<file path="config.mk">
export PLATFORM = sky130hd
export DESIGN_NAME = id_stage
export DESIGN_NICKNAME = d
export VERILOG_FILES = /design/src/id_pkg.sv /design/src/dec_if.sv /design/src/branch_unit.sv /design/src/id_stage.sv /design/src/inst_decode.sv /design/src/operand_bypass.sv /design/src/stage_reg.sv
export SDC_FILE = /design/constraint.sdc
export NUM_CORES = 1
export LEC_CHECK = 0
export CORE_AREA = 2 2 153 155
export CTS_BUF_LIST = sky130_fd_sc_hd__clkbuf_8
export DETAILED_ROUTE_END_ITERATION = 7
export DIE_AREA = 0 0 155 157
export DONT_BUFFER_PORTS = 1
export GPL_TIMING_DRIVEN = 0
export PLACE_DENSITY = 0.59
export RECOVER_POWER = 50
export SLEW_MARGIN = 20
export SYNTH_ARGS = -nofsm -noshare
export SYNTH_HDL_FRONTEND = slang
export SYNTH_SLANG_ARGS = --single-unit
</file>
<file path="constraint.sdc">
create_clock -name clk -period 9.15 [get_ports clk]
set_input_delay 2.2875 -clock clk [delete_from_list [all_inputs] [get_ports clk]]
set_output_delay 2.2875 -clock clk [all_outputs]
set_load 0.01 [all_outputs]
</file>
<file path="src/id_pkg.sv">
package id_pkg;

    localparam int xlen       = 32;
    localparam int reg_addr_w = 5;
    localparam int alu_op_w   = 12;

    // One-hot ALU op bit positions.
    localparam int alu_add  = 0;
    localparam int alu_sub  = 1;
    localparam int alu_slt  = 2;
    localparam int alu_sltu = 3;
    localparam int alu_and  = 4;
    localparam int alu_nor  = 5;
    localparam int alu_or   = 6;
    localparam int alu_xor  = 7;
    localparam int alu_sll  = 8;
    localparam int alu_srl  = 9;
    localparam int alu_sra  = 10;
    localparam int alu_lui  = 11;

    // Major opcodes in bits 31:26.
    localparam logic [5:0] op_alu  = 6'h00;
    localparam logic [5:0] op_jirl = 6'h13;
    localparam logic [5:0] op_b    = 6'h14;
    localparam logic [5:0] op_bl   = 6'h15;
    localparam logic [5:0] op_beq  = 6'h16;
    localparam logic [5:0] op_bne  = 6'h17;
    localparam logic [5:0] op_blt  = 6'h18;
    localparam logic [5:0] op_bge  = 6'h19;
    localparam logic [5:0] op_bltu = 6'h1a;
    localparam logic [5:0] op_bgeu = 6'h1b;
    localparam logic [6:0] op_lu12i_w   = 7'h0a;  // Bits 31:25.
    localparam logic [6:0] op_pcaddu12i = 7'h0e;  // Bits 31:25.

    // Bits 25:22 under op_alu.
    localparam logic [3:0] f22_reg3  = 4'h0;
    localparam logic [3:0] f22_shift = 4'h1;
    localparam logic [3:0] f22_slti  = 4'h8;
    localparam logic [3:0] f22_sltui = 4'h9;
    localparam logic [3:0] f22_addi  = 4'ha;
    localparam logic [3:0] f22_andi  = 4'hd;
    localparam logic [3:0] f22_ori   = 4'he;
    localparam logic [3:0] f22_xori  = 4'hf;

    // Bits 21:20.
    localparam logic [1:0] f20_reg3  = 2'h1;
    localparam logic [1:0] f20_shift = 2'h0;

    // Bits 19:15 of the three-register forms.
    localparam logic [4:0] f15_add  = 5'h00;
    localparam logic [4:0] f15_sub  = 5'h02;
    localparam logic [4:0] f15_slt  = 5'h04;
    localparam logic [4:0] f15_sltu = 5'h05;
    localparam logic [4:0] f15_nor  = 5'h08;
    localparam logic [4:0] f15_and  = 5'h09;
    localparam logic [4:0] f15_or   = 5'h0a;
    localparam logic [4:0] f15_xor  = 5'h0b;
    localparam logic [4:0] f15_sll  = 5'h0e;
    localparam logic [4:0] f15_srl  = 5'h0f;
    localparam logic [4:0] f15_sra  = 5'h10;
    // Shift by immediate.
    localparam logic [4:0] f15_slli = 5'h01;
    localparam logic [4:0] f15_srli = 5'h09;
    localparam logic [4:0] f15_srai = 5'h11;

    localparam logic [reg_addr_w-1:0] link_reg = 5'd1;
    localparam logic [xlen-1:0]       reset_pc = 32'h1c00_0000;

    typedef union packed {
        struct packed {
            logic [5:0] op;
            logic [3:0] f22;
            logic [1:0] f20;
            logic [4:0] f15;
            logic [4:0] rk;
            logic [4:0] rj;
            logic [4:0] rd;
        } r;
        struct packed {
            logic [9:0]  op_hi;
            logic [11:0] i12;
            logic [4:0]  rj;
            logic [4:0]  rd;
        } i;
    } inst_word_u;

endpackage

</file>
<file path="src/dec_if.sv">
`timescale 1ns/10ps

interface dec_if;

    logic [id_pkg::alu_op_w-1:0]   alu_op;
    logic                          src1_is_pc;
    logic                          src2_is_imm;
    logic                          gr_we;
    logic [id_pkg::reg_addr_w-1:0] dest;
    logic [id_pkg::xlen-1:0]       imm;
    logic                          src_reg_is_rd;
    logic [id_pkg::xlen-1:0]       br_offs;

    // Branch kind flags.
    logic is_jirl, is_b, is_bl;
    logic is_beq, is_bne, is_blt, is_bge, is_bltu, is_bgeu;

    modport decode (
        output alu_op, src1_is_pc, src2_is_imm, gr_we, dest, imm, src_reg_is_rd, br_offs,
        output is_jirl, is_b, is_bl, is_beq, is_bne, is_blt, is_bge, is_bltu, is_bgeu
    );
    modport branch (
        input is_jirl, is_b, is_bl, is_beq, is_bne, is_blt, is_bge, is_bltu, is_bgeu,
        input br_offs
    );
    modport stage (input alu_op, src1_is_pc, src2_is_imm, gr_we, dest, imm);
    modport bypass (input src_reg_is_rd);

endinterface

</file>
<file path="src/branch_unit.sv">
`timescale 1ns/10ps

module branch_unit (
    input  logic                    accept,
    input  logic [id_pkg::xlen-1:0] pc,
    input  logic [id_pkg::xlen-1:0] rj_value,
    input  logic [id_pkg::xlen-1:0] rkd_value,
    dec_if.branch                   dec,
    output logic                    br_taken,
    output logic [id_pkg::xlen-1:0] br_target
);

    logic                    eq;
    logic                    lt;
    logic                    ltu;
    logic                    take;
    logic [id_pkg::xlen-1:0] target;

    assign eq  = rj_value == rkd_value;
    assign lt  = $signed(rj_value) < $signed(rkd_value);
    assign ltu = rj_value < rkd_value;

    assign take = dec.is_beq  &  eq  | dec.is_bne  & ~eq
                | dec.is_blt  &  lt  | dec.is_bge  & ~lt
                | dec.is_bltu &  ltu | dec.is_bgeu & ~ltu
                | dec.is_b | dec.is_bl | dec.is_jirl;

    // For jirl br_offs already holds the 16-bit offset.
    assign target = dec.is_jirl ? rj_value + dec.br_offs : pc + dec.br_offs;

    assign br_taken  = accept & take;
    assign br_target = accept ? target : '0;

endmodule

</file>
<file path="src/id_stage.sv">
`timescale 1ns/10ps

module id_stage (
    input  logic                          clk,
    input  logic                          rst,
    input  logic                          in_valid,
    output logic                          in_ready,
    output logic                          out_valid,
    input  logic                          out_ready,
    input  logic [id_pkg::xlen-1:0]       inst,
    input  logic [id_pkg::xlen-1:0]       pc,
    output logic [id_pkg::reg_addr_w-1:0] rf_raddr1,
    output logic [id_pkg::reg_addr_w-1:0] rf_raddr2,
    input  logic [id_pkg::xlen-1:0]       rf_rdata1,
    input  logic [id_pkg::xlen-1:0]       rf_rdata2,
    input  logic [id_pkg::xlen-1:0]       ex_result,
    input  logic                          wb_valid,
    input  logic                          wb_we,
    input  logic [id_pkg::reg_addr_w-1:0] wb_dest,
    input  logic [id_pkg::xlen-1:0]       wb_data,
    output logic                          br_taken,
    output logic [id_pkg::xlen-1:0]       br_target,
    output logic [id_pkg::alu_op_w-1:0]   alu_op,
    output logic                          src1_is_pc,
    output logic                          src2_is_imm,
    output logic                          gr_we,
    output logic [id_pkg::reg_addr_w-1:0] dest,
    output logic [id_pkg::xlen-1:0]       imm,
    output logic [id_pkg::xlen-1:0]       pc_out,
    output logic [id_pkg::xlen-1:0]       rj_value,
    output logic [id_pkg::xlen-1:0]       rkd_value
);

    logic                    accept;
    logic [id_pkg::xlen-1:0] rj_fwd;
    logic [id_pkg::xlen-1:0] rkd_fwd;

    dec_if dec ();

    inst_decode u_decode (.inst(inst), .dec(dec));

    // The held bundle is the execute-stage forwarding source.
    operand_bypass u_bypass (
        .rj(inst[9:5]), .rd(inst[4:0]), .rk(inst[14:10]),
        .rf_rdata1(rf_rdata1), .rf_rdata2(rf_rdata2),
        .ex_result(ex_result), .wb_data(wb_data),
        .ex_valid(out_valid), .ex_we(gr_we), .ex_dest(dest),
        .wb_valid(wb_valid), .wb_we(wb_we), .wb_dest(wb_dest),
        .dec(dec),
        .rf_raddr1(rf_raddr1), .rf_raddr2(rf_raddr2),
        .rj_value(rj_fwd), .rkd_value(rkd_fwd)
    );

    branch_unit u_branch (
        .accept(accept), .pc(pc), .rj_value(rj_fwd), .rkd_value(rkd_fwd),
        .dec(dec), .br_taken(br_taken), .br_target(br_target)
    );

    stage_reg u_stage (
        .clk(clk), .rst(rst), .in_valid(in_valid), .out_ready(out_ready),
        .pc(pc), .rj_value(rj_fwd), .rkd_value(rkd_fwd), .dec(dec),
        .in_ready(in_ready), .accept(accept), .out_valid(out_valid),
        .alu_op(alu_op), .src1_is_pc(src1_is_pc), .src2_is_imm(src2_is_imm),
        .gr_we(gr_we), .dest(dest), .imm(imm), .pc_out(pc_out),
        .rj_value_out(rj_value), .rkd_value_out(rkd_value)
    );

endmodule

</file>
<file path="src/inst_decode.sv">
`timescale 1ns/10ps

module inst_decode (
    input  id_pkg::inst_word_u inst,
    dec_if.decode              dec
);

    logic is_reg3;
    logic is_shift;
    logic inst_add_w, inst_sub_w, inst_slt, inst_sltu, inst_nor, inst_and;
    logic inst_or, inst_xor, inst_sll_w, inst_srl_w, inst_sra_w;
    logic inst_slli_w, inst_srli_w, inst_srai_w;
    logic inst_addi_w, inst_slti, inst_sltui, inst_andi, inst_ori, inst_xori;
    logic inst_lu12i_w, inst_pcaddu12i;
    logic inst_jirl, inst_b, inst_bl, inst_beq, inst_bne;
    logic inst_blt, inst_bge, inst_bltu, inst_bgeu;
    logic need_si20, need_ui12, need_si26, src2_is_4;
    logic [11:0] i12;
    logic [15:0] i16;
    logic [19:0] i20;
    logic [25:0] i26;
    logic [id_pkg::alu_op_w-1:0] alu_op;

    // #########################################################################
    // Recognition
    // #########################################################################
    assign is_reg3  = inst.r.op == id_pkg::op_alu && inst.r.f22 == id_pkg::f22_reg3
                      && inst.r.f20 == id_pkg::f20_reg3;
    assign is_shift = inst.r.op == id_pkg::op_alu && inst.r.f22 == id_pkg::f22_shift
                      && inst.r.f20 == id_pkg::f20_shift;

    assign inst_add_w  = is_reg3 && inst.r.f15 == id_pkg::f15_add;
    assign inst_sub_w  = is_reg3 && inst.r.f15 == id_pkg::f15_sub;
    assign inst_slt    = is_reg3 && inst.r.f15 == id_pkg::f15_slt;
    assign inst_sltu   = is_reg3 && inst.r.f15 == id_pkg::f15_sltu;
    assign inst_nor    = is_reg3 && inst.r.f15 == id_pkg::f15_nor;
    assign inst_and    = is_reg3 && inst.r.f15 == id_pkg::f15_and;
    assign inst_or     = is_reg3 && inst.r.f15 == id_pkg::f15_or;
    assign inst_xor    = is_reg3 && inst.r.f15 == id_pkg::f15_xor;
    assign inst_sll_w  = is_reg3 && inst.r.f15 == id_pkg::f15_sll;
    assign inst_srl_w  = is_reg3 && inst.r.f15 == id_pkg::f15_srl;
    assign inst_sra_w  = is_reg3 && inst.r.f15 == id_pkg::f15_sra;
    assign inst_slli_w = is_shift && inst.r.f15 == id_pkg::f15_slli;
    assign inst_srli_w = is_shift && inst.r.f15 == id_pkg::f15_srli;
    assign inst_srai_w = is_shift && inst.r.f15 == id_pkg::f15_srai;

    // 12-bit immediate forms match on bits 31:22.
    assign inst_slti   = inst.i.op_hi == {id_pkg::op_alu, id_pkg::f22_slti};
    assign inst_sltui  = inst.i.op_hi == {id_pkg::op_alu, id_pkg::f22_sltui};
    assign inst_addi_w = inst.i.op_hi == {id_pkg::op_alu, id_pkg::f22_addi};
    assign inst_andi   = inst.i.op_hi == {id_pkg::op_alu, id_pkg::f22_andi};
    assign inst_ori    = inst.i.op_hi == {id_pkg::op_alu, id_pkg::f22_ori};
    assign inst_xori   = inst.i.op_hi == {id_pkg::op_alu, id_pkg::f22_xori};

    assign inst_lu12i_w   = {inst.r.op, inst.r.f22[3]} == id_pkg::op_lu12i_w;
    assign inst_pcaddu12i = {inst.r.op, inst.r.f22[3]} == id_pkg::op_pcaddu12i;

    assign inst_jirl = inst.r.op == id_pkg::op_jirl;
    assign inst_b    = inst.r.op == id_pkg::op_b;
    assign inst_bl   = inst.r.op == id_pkg::op_bl;
    assign inst_beq  = inst.r.op == id_pkg::op_beq;
    assign inst_bne  = inst.r.op == id_pkg::op_bne;
    assign inst_blt  = inst.r.op == id_pkg::op_blt;
    assign inst_bge  = inst.r.op == id_pkg::op_bge;
    assign inst_bltu = inst.r.op == id_pkg::op_bltu;
    assign inst_bgeu = inst.r.op == id_pkg::op_bgeu;

    // #########################################################################
    // Control
    // #########################################################################
    always_comb begin
        alu_op[id_pkg::alu_add]  = inst_add_w | inst_addi_w | inst_jirl | inst_bl
                                   | inst_pcaddu12i;  // Link and PC-relative adds too.
        alu_op[id_pkg::alu_sub]  = inst_sub_w;
        alu_op[id_pkg::alu_slt]  = inst_slt | inst_slti;
        alu_op[id_pkg::alu_sltu] = inst_sltu | inst_sltui;
        alu_op[id_pkg::alu_and]  = inst_and | inst_andi;
        alu_op[id_pkg::alu_nor]  = inst_nor;
        alu_op[id_pkg::alu_or]   = inst_or | inst_ori;
        alu_op[id_pkg::alu_xor]  = inst_xor | inst_xori;
        alu_op[id_pkg::alu_sll]  = inst_sll_w | inst_slli_w;
        alu_op[id_pkg::alu_srl]  = inst_srl_w | inst_srli_w;
        alu_op[id_pkg::alu_sra]  = inst_sra_w | inst_srai_w;
        alu_op[id_pkg::alu_lui]  = inst_lu12i_w;
    end

    assign dec.alu_op      = alu_op;
    assign dec.gr_we       = |alu_op;  // Every register writer carries an ALU op.
    assign dec.src1_is_pc  = inst_jirl | inst_bl | inst_pcaddu12i;
    assign dec.src2_is_imm = inst_slli_w | inst_srli_w | inst_srai_w | inst_addi_w
                             | inst_slti | inst_sltui | inst_andi | inst_ori | inst_xori
                             | inst_lu12i_w | inst_pcaddu12i | inst_jirl | inst_bl;
    assign dec.dest        = inst_bl ? id_pkg::link_reg : inst.r.rd;
    assign dec.src_reg_is_rd = inst_beq | inst_bne | inst_blt | inst_bge | inst_bltu | inst_bgeu;

    assign dec.is_jirl = inst_jirl;
    assign dec.is_b    = inst_b;
    assign dec.is_bl   = inst_bl;
    assign dec.is_beq  = inst_beq;
    assign dec.is_bne  = inst_bne;
    assign dec.is_blt  = inst_blt;
    assign dec.is_bge  = inst_bge;
    assign dec.is_bltu = inst_bltu;
    assign dec.is_bgeu = inst_bgeu;

    // #########################################################################
    // Immediates and branch offset
    // #########################################################################
    assign i12 = inst.i.i12;
    assign i16 = {inst.r.f22, inst.i.i12};                    // Bits 25:10.
    assign i20 = {inst.r.f22[2:0], inst.i.i12, inst.i.rj};    // Bits 24:5.
    assign i26 = {inst.r.rj, inst.r.rd, inst.r.f22, inst.i.i12};

    assign need_si20 = inst_lu12i_w | inst_pcaddu12i;
    assign need_ui12 = inst_andi | inst_ori | inst_xori;
    assign need_si26 = inst_b | inst_bl;
    assign src2_is_4 = inst_jirl | inst_bl;

    assign dec.imm = src2_is_4 ? 32'd4               :
                     need_si20 ? {i20, 12'b0}        :
                     need_ui12 ? {20'b0, i12}        :
                                 {{20{i12[11]}}, i12};

    assign dec.br_offs = need_si26 ? {{4{i26[25]}}, i26, 2'b00}
                                   : {{14{i16[15]}}, i16, 2'b00};

endmodule

</file>
<file path="src/operand_bypass.sv">
`timescale 1ns/10ps

module operand_bypass (
    input  logic [id_pkg::reg_addr_w-1:0] rj,
    input  logic [id_pkg::reg_addr_w-1:0] rd,
    input  logic [id_pkg::reg_addr_w-1:0] rk,
    input  logic [id_pkg::xlen-1:0]       rf_rdata1,
    input  logic [id_pkg::xlen-1:0]       rf_rdata2,
    input  logic [id_pkg::xlen-1:0]       ex_result,
    input  logic [id_pkg::xlen-1:0]       wb_data,
    input  logic                          ex_valid,
    input  logic                          ex_we,
    input  logic [id_pkg::reg_addr_w-1:0] ex_dest,
    input  logic                          wb_valid,
    input  logic                          wb_we,
    input  logic [id_pkg::reg_addr_w-1:0] wb_dest,
    dec_if.bypass                         dec,
    output logic [id_pkg::reg_addr_w-1:0] rf_raddr1,
    output logic [id_pkg::reg_addr_w-1:0] rf_raddr2,
    output logic [id_pkg::xlen-1:0]       rj_value,
    output logic [id_pkg::xlen-1:0]       rkd_value
);

    logic ex_hit1, ex_hit2;
    logic wb_hit1, wb_hit2;

    // Register 0 is hardwired and never forwarded.
    function automatic logic fwd_hit(
        input logic                          valid,
        input logic                          we,
        input logic [id_pkg::reg_addr_w-1:0] dest,
        input logic [id_pkg::reg_addr_w-1:0] addr
    );
        return valid && we && dest == addr && addr != '0;
    endfunction

    assign rf_raddr1 = rj;
    assign rf_raddr2 = dec.src_reg_is_rd ? rd : rk;  // Branches compare rj with rd.

    assign ex_hit1 = fwd_hit(ex_valid, ex_we, ex_dest, rf_raddr1);
    assign ex_hit2 = fwd_hit(ex_valid, ex_we, ex_dest, rf_raddr2);
    assign wb_hit1 = fwd_hit(wb_valid, wb_we, wb_dest, rf_raddr1);
    assign wb_hit2 = fwd_hit(wb_valid, wb_we, wb_dest, rf_raddr2);

    // Youngest producer wins.
    assign rj_value  = ex_hit1 ? ex_result :
                       wb_hit1 ? wb_data   :
                                 rf_rdata1;
    assign rkd_value = ex_hit2 ? ex_result :
                       wb_hit2 ? wb_data   :
                                 rf_rdata2;

endmodule

</file>
<file path="src/stage_reg.sv">
`timescale 1ns/10ps

module stage_reg (
    input  logic                          clk,
    input  logic                          rst,
    input  logic                          in_valid,
    input  logic                          out_ready,
    input  logic [id_pkg::xlen-1:0]       pc,
    input  logic [id_pkg::xlen-1:0]       rj_value,
    input  logic [id_pkg::xlen-1:0]       rkd_value,
    dec_if.stage                          dec,
    output logic                          in_ready,
    output logic                          accept,
    output logic                          out_valid,
    output logic [id_pkg::alu_op_w-1:0]   alu_op,
    output logic                          src1_is_pc,
    output logic                          src2_is_imm,
    output logic                          gr_we,
    output logic [id_pkg::reg_addr_w-1:0] dest,
    output logic [id_pkg::xlen-1:0]       imm,
    output logic [id_pkg::xlen-1:0]       pc_out,
    output logic [id_pkg::xlen-1:0]       rj_value_out,
    output logic [id_pkg::xlen-1:0]       rkd_value_out
);

    // Never stalls itself, so only downstream back-pressure matters.
    assign in_ready = ~rst & (out_ready | ~in_valid);
    assign accept   = in_valid & in_ready;

    always_ff @(posedge clk) begin
        if (rst) begin
            out_valid <= 1'b0;
        end else if (out_ready) begin
            out_valid <= in_valid;
        end
    end

    always_ff @(posedge clk) begin
        if (rst) begin
            alu_op        <= '0;
            src1_is_pc    <= 1'b0;
            src2_is_imm   <= 1'b0;
            gr_we         <= 1'b0;
            dest          <= '0;
            imm           <= '0;
            pc_out        <= id_pkg::reset_pc;
            rj_value_out  <= '0;
            rkd_value_out <= '0;
        end else if (accept) begin
            alu_op        <= dec.alu_op;
            src1_is_pc    <= dec.src1_is_pc;
            src2_is_imm   <= dec.src2_is_imm;
            gr_we         <= dec.gr_we;
            dest          <= dec.dest;
            imm           <= dec.imm;
            pc_out        <= pc;
            rj_value_out  <= rj_value;
            rkd_value_out <= rkd_value;
        end
    end

endmodule

</file>
==> flow_summary.json <==
{
  "path_clk_slew_ps": 90,
  "worstPathCellList": "buf_6 -> nand3b_4 -> a21oi_4 -> mux2_4 -> xor2_1 -> nor4_4 -> buf_4 -> buf_4 -> buf_12 -> mux2i_1 -> nand2_1 -> nand2_1 -> ha_1 -> a21o_1 -> a21oi_1 -> o21ai_0 -> a221oi_2 -> buf_4 -> o21ai_2 -> or4b_2 -> a21bo_2 -> nand3_4",
  "post-route-period-util_pct": 98.8,
  "insertion_delay_ps": 480,
  "holdWs_ps": 503,
  "seqPwrFrac_pct": 44.0,
  "synth_seq_cells": 149,
  "p_comb_share_pct": 22.0,
  "rr_startpoint": "u_stage.dest[3]",
  "reg2reg_slack_ps": 6510,
  "drive_gt1_share_pct": 11.2,
  "setup_viol": 0,
  "yosysUniqueCellTypes": 72,
  "number_of_h_tree_levels": 4,
  "detail_route.iter0.violations": 779,
  "core_area_sq_um": 22500,
  "routed_wl_microns": 44800,
  "instances_no_fill": 1717,
  "clock_sinks": 149,
  "first_global_vias": 10200,
  "grt_first_pass_wirelength_microns": 64000,
  "total_inserted_antenna_cells": 0,
  "total_leakage_power_uw": 0.00468,
  "timing.critical_path.arrival_ps": 6750,
  "worst_path_max_delay_cell": "sky130_fd_sc_hd__or4b_2",
  "cts_buffers": 17,
  "cp_max_fo": 10,
  "grt_max_degree": 17,
  "post-route-min-period_ps": 9040,
  "initial_core_util_pct": 46.8,
  "timing.setup.tns_ps": 0,
  "ys.warnings.count": 0,
  "category_of_the_worst_setup_path_launch_point": "input port",
  "number_of_antenna_violations_at_the_first_check_in_global_routing": 2,
  "detailed_place_hpwl_microns": 35600,
  "post-synth-top-area-cell": "sky130_fd_sc_hd__dfxtp_1",
  "fp.dieW_microns": 155,
  "criticalPathCategory": "in -> out",
  "synthTopCellsByArea": "sky130_fd_sc_hd__dfxtp_1 28%, sky130_fd_sc_hd__nand2_1 9.3%, sky130_fd_sc_hd__ha_1 7.2%",
  "synth_top_cell_area_share_pct": 28.3,
  "grt_overflow_total": 0,
  "maxSlewHeadroom_pct": 40.2,
  "drcViolationCount": 0,
  "routed_wire_length_per_instance_microns": 26.1,
  "worst_path_dominant_cell_family": "simple AND/OR/NAND/NOR gates",
  "vdd_drop_max_mv": 0.0911,
  "drt_pass1_iterations": 5,
  "worstPathBufferInverterCount": 5,
  "postSynthAreaPerCell_sq_um": 7.63,
  "tritoncts_clock_tree": "built",
  "postLayoutSetupSlackWorst_ps": 108,
  "power.net_switching_uw": 575,
  "routed_wire_length_on_met2_microns": 21200,
  "wl_met1_microns": 17200,
  "dp_slack_ps": -1070,
  "postRouteAntennaNets": 0,
  "drv.max_cap_violation_count": 0,
  "synth-edff-count": 0,
  "port-buffer-count": 0,
  "area_growth_syn_to_layout_pct": 11.3,
  "power.density_cell_area_nw_per_um2": 139,
  "highest-signal-layer": "met5",
  "clock-skew-final_ps": 25.3,
  "max_slew.worst_pin.slew_ps": 896,
  "floorplan.die_area_sq_um": 24300,
  "endpoint_kind": "output pin",
  "worstReg2RegEnd": "u_stage.rj_value_out[29]",
  "postSynth.topFlopCell": "sky130_fd_sc_hd__dfxtp_1",
  "dr_wl_met3_microns": 4600,
  "drv_slew": 0,
  "syn-num-nets": 1646,
  "whs_path_depth": 2,
  "dp.cells": 1666,
  "synthCells": 1381,
  "fin_nets": 1684,
  "boundaryPins": 396,
  "synthesis.area_sq_um": 10500,
  "via_count": 10900,
  "p_clk_share_pct": 34.0,
  "ctsRootBufferMaster": "sky130_fd_sc_hd__clkbuf_8",
  "hold_buffers": 0,
  "die_h_microns": 157,
  "worst_path_most_repeated_cell": "sky130_fd_sc_hd__buf_4",
  "num_rows": 55,
  "async_flop_share_pct": 0,
  "finalWeightedCongestion": 0.965,
  "hold_ep": "u_stage.rj_value_out[28]",
  "finalHoldViolCount": 0,
  "sequential_fraction_of_the_synthesis_area_pct": 28.3,
  "worst_path_largest_cell_delay_ps": 610,
  "timing.hold.worst.start": "u_stage.rj_value_out[28]",
  "crit_required_ps": 6860,
  "outcome": "finished clean",
  "grt_util_all_layers_pct": 35.2,
  "postPlaceCellArea_sq_um": 10900,
  "clock.fmax_mhz": 111,
  "reg2regPathDepth": 8,
  "hp-class": "reg -> reg",
  "cts.path.max_buffers": 2,
  "p_sw_share_pct": 35.4,
  "area_of_all_placed_cells_without_fillers_sq_um": 11700,
  "cellInternalPower_uw": 1050,
  "detail_route.vias_per_cell": 6.33
}
worst max-delay path by stage:
| stage | cells after the start | startpoint | end | slack, ps |
|---|---|---|---|---|
| floorplan | 19 | inst[28] | br_taken | 300 |
| global placement | 19 | inst[28] | br_taken | -1070 |
| detailed placement | 19 | inst[28] | br_taken | -1070 |
| CTS | 19 | inst[28] | br_taken | 20 |
| global route | 21 | inst[31] | br_taken | -30 |
| finish | 22 | inst[28] | br_taken | 110 |
per-stage QoR:
stage / util, % / total power (uW)
final: 52.1 / 1630
after global routing: 52.1 / 1700
after CTS: 50.9 / 1620
after detailed placement: 48.4 / 1070
after global placement: 48.4 / 1060
after floorplan: - / 977
worst register-to-register path, cell delays in order (launching register included):
cell	delay [ps]
sky130_fd_sc_hd__dfxtp_1	390
sky130_fd_sc_hd__or2_2	310
sky130_fd_sc_hd__o21ai_0	350
sky130_fd_sc_hd__nand3_1	170
sky130_fd_sc_hd__clkbuf_2	290
sky130_fd_sc_hd__clkbuf_4	310
sky130_fd_sc_hd__a21oi_1	510
sky130_fd_sc_hd__nand2_1	100
sky130_fd_sc_hd__a21oi_1	140
timing repair:
item / 4_1_cts / 5_1_grt
resized for setup: 31 / 50
setup buffers: 6 / 13
pin swaps: 5 / 7
setup endpoints to repair: 20 / 12
cloned: 0 / 0
synth_stat cells, types with 5 or more instances:
library cell / instances
sky130_fd_sc_hd__nor3_1: 27
sky130_fd_sc_hd__a21oi_1: 145
sky130_fd_sc_hd__xor2_1: 17
sky130_fd_sc_hd__inv_1: 24
sky130_fd_sc_hd__or3_1: 6
sky130_fd_sc_hd__a32o_1: 31
sky130_fd_sc_hd__nand3_1: 32
sky130_fd_sc_hd__a211oi_1: 16
sky130_fd_sc_hd__o21a_1: 7
sky130_fd_sc_hd__buf_1: 15
sky130_fd_sc_hd__nand2b_1: 45
sky130_fd_sc_hd__or2_2: 5
sky130_fd_sc_hd__nor2_1: 109
sky130_fd_sc_hd__and3_1: 9
sky130_fd_sc_hd__mux2i_1: 67
sky130_fd_sc_hd__clkbuf_1: 61
sky130_fd_sc_hd__xnor2_1: 15
sky130_fd_sc_hd__nand3b_1: 7
sky130_fd_sc_hd__nand4_1: 15
sky130_fd_sc_hd__o211ai_1: 5
sky130_fd_sc_hd__a22oi_1: 12
sky130_fd_sc_hd__a31oi_1: 26
sky130_fd_sc_hd__mux2_2: 33
sky130_fd_sc_hd__o21bai_1: 5
sky130_fd_sc_hd__a32oi_1: 5
sky130_fd_sc_hd__nor4_1: 10
sky130_fd_sc_hd__nor2b_1: 15
sky130_fd_sc_hd__buf_4: 5
sky130_fd_sc_hd__buf_2: 12
sky130_fd_sc_hd__nand2_1: 261
sky130_fd_sc_hd__o21ai_0: 35
sky130_fd_sc_hd__ha_1: 61
sky130_fd_sc_hd__a21o_1: 23
sky130_fd_sc_hd__dfxtp_1: 149
metal layers:
layer	vias up	global-route usage (%)
met5	-	0
met4	4	14.3
met3	95	11.8
met2	523	59.7
met1	5207	41.0
li1	5033	-
registers in the layout (all words and copies together), names as in the netlist:
name,cells
u_stage.alu_op,12
u_stage.rkd_value_out,32
u_stage.src1_is_pc,1
u_stage.pc_out,32
u_stage.out_valid,1
u_stage.imm,32
u_stage.dest,5
u_stage.src2_is_imm,1
u_stage.rj_value_out,32
u_stage.gr_we,1
power groups by stage:
stage	Sequential, uW	Clock, uW	Combinational (uW)
detailed placement	732	0	335
finish	717	553	358
global placement	731	0	332
CTS	717	555	344
global route	720	582	393
floorplan	722	0	255
area by class of cell:
type | count | area [sq um]
fillers | 2271 | 10800
clock inverters | 14 | 156
clock buffers | 18 | 248
multi-input cells | 1112 | 7250
well taps | 285 | 357
flip-flops and latches | 149 | 2980
inverters | 24 | 90.1
repair buffers | 19 | 146
plain buffers | 96 | 493
cells by family after synthesis:
group                    share of synthesized area (%)
flip-flops                                        28.3
adder cells (fa/ha/maj)                           7.44
AO/OA/AOI/OAI                                     21.5
AND/OR/NAND/NOR                                   25.3
multiplexers                                      10.0
buffers and inverters                             4.81
XOR/XNOR                                          2.66
placed cells by master, fill, tap and decap left out, drive strengths merged, types with 34 or more instances in the layout:
cell    count
ha         61
nand2b     46
dfxtp     149
mux2       34
mux2i      67
clkbuf     82
o21ai      36
buf        51
nand2     261
nor2      109
a21oi     146
(Power assumes the default switching activity.)
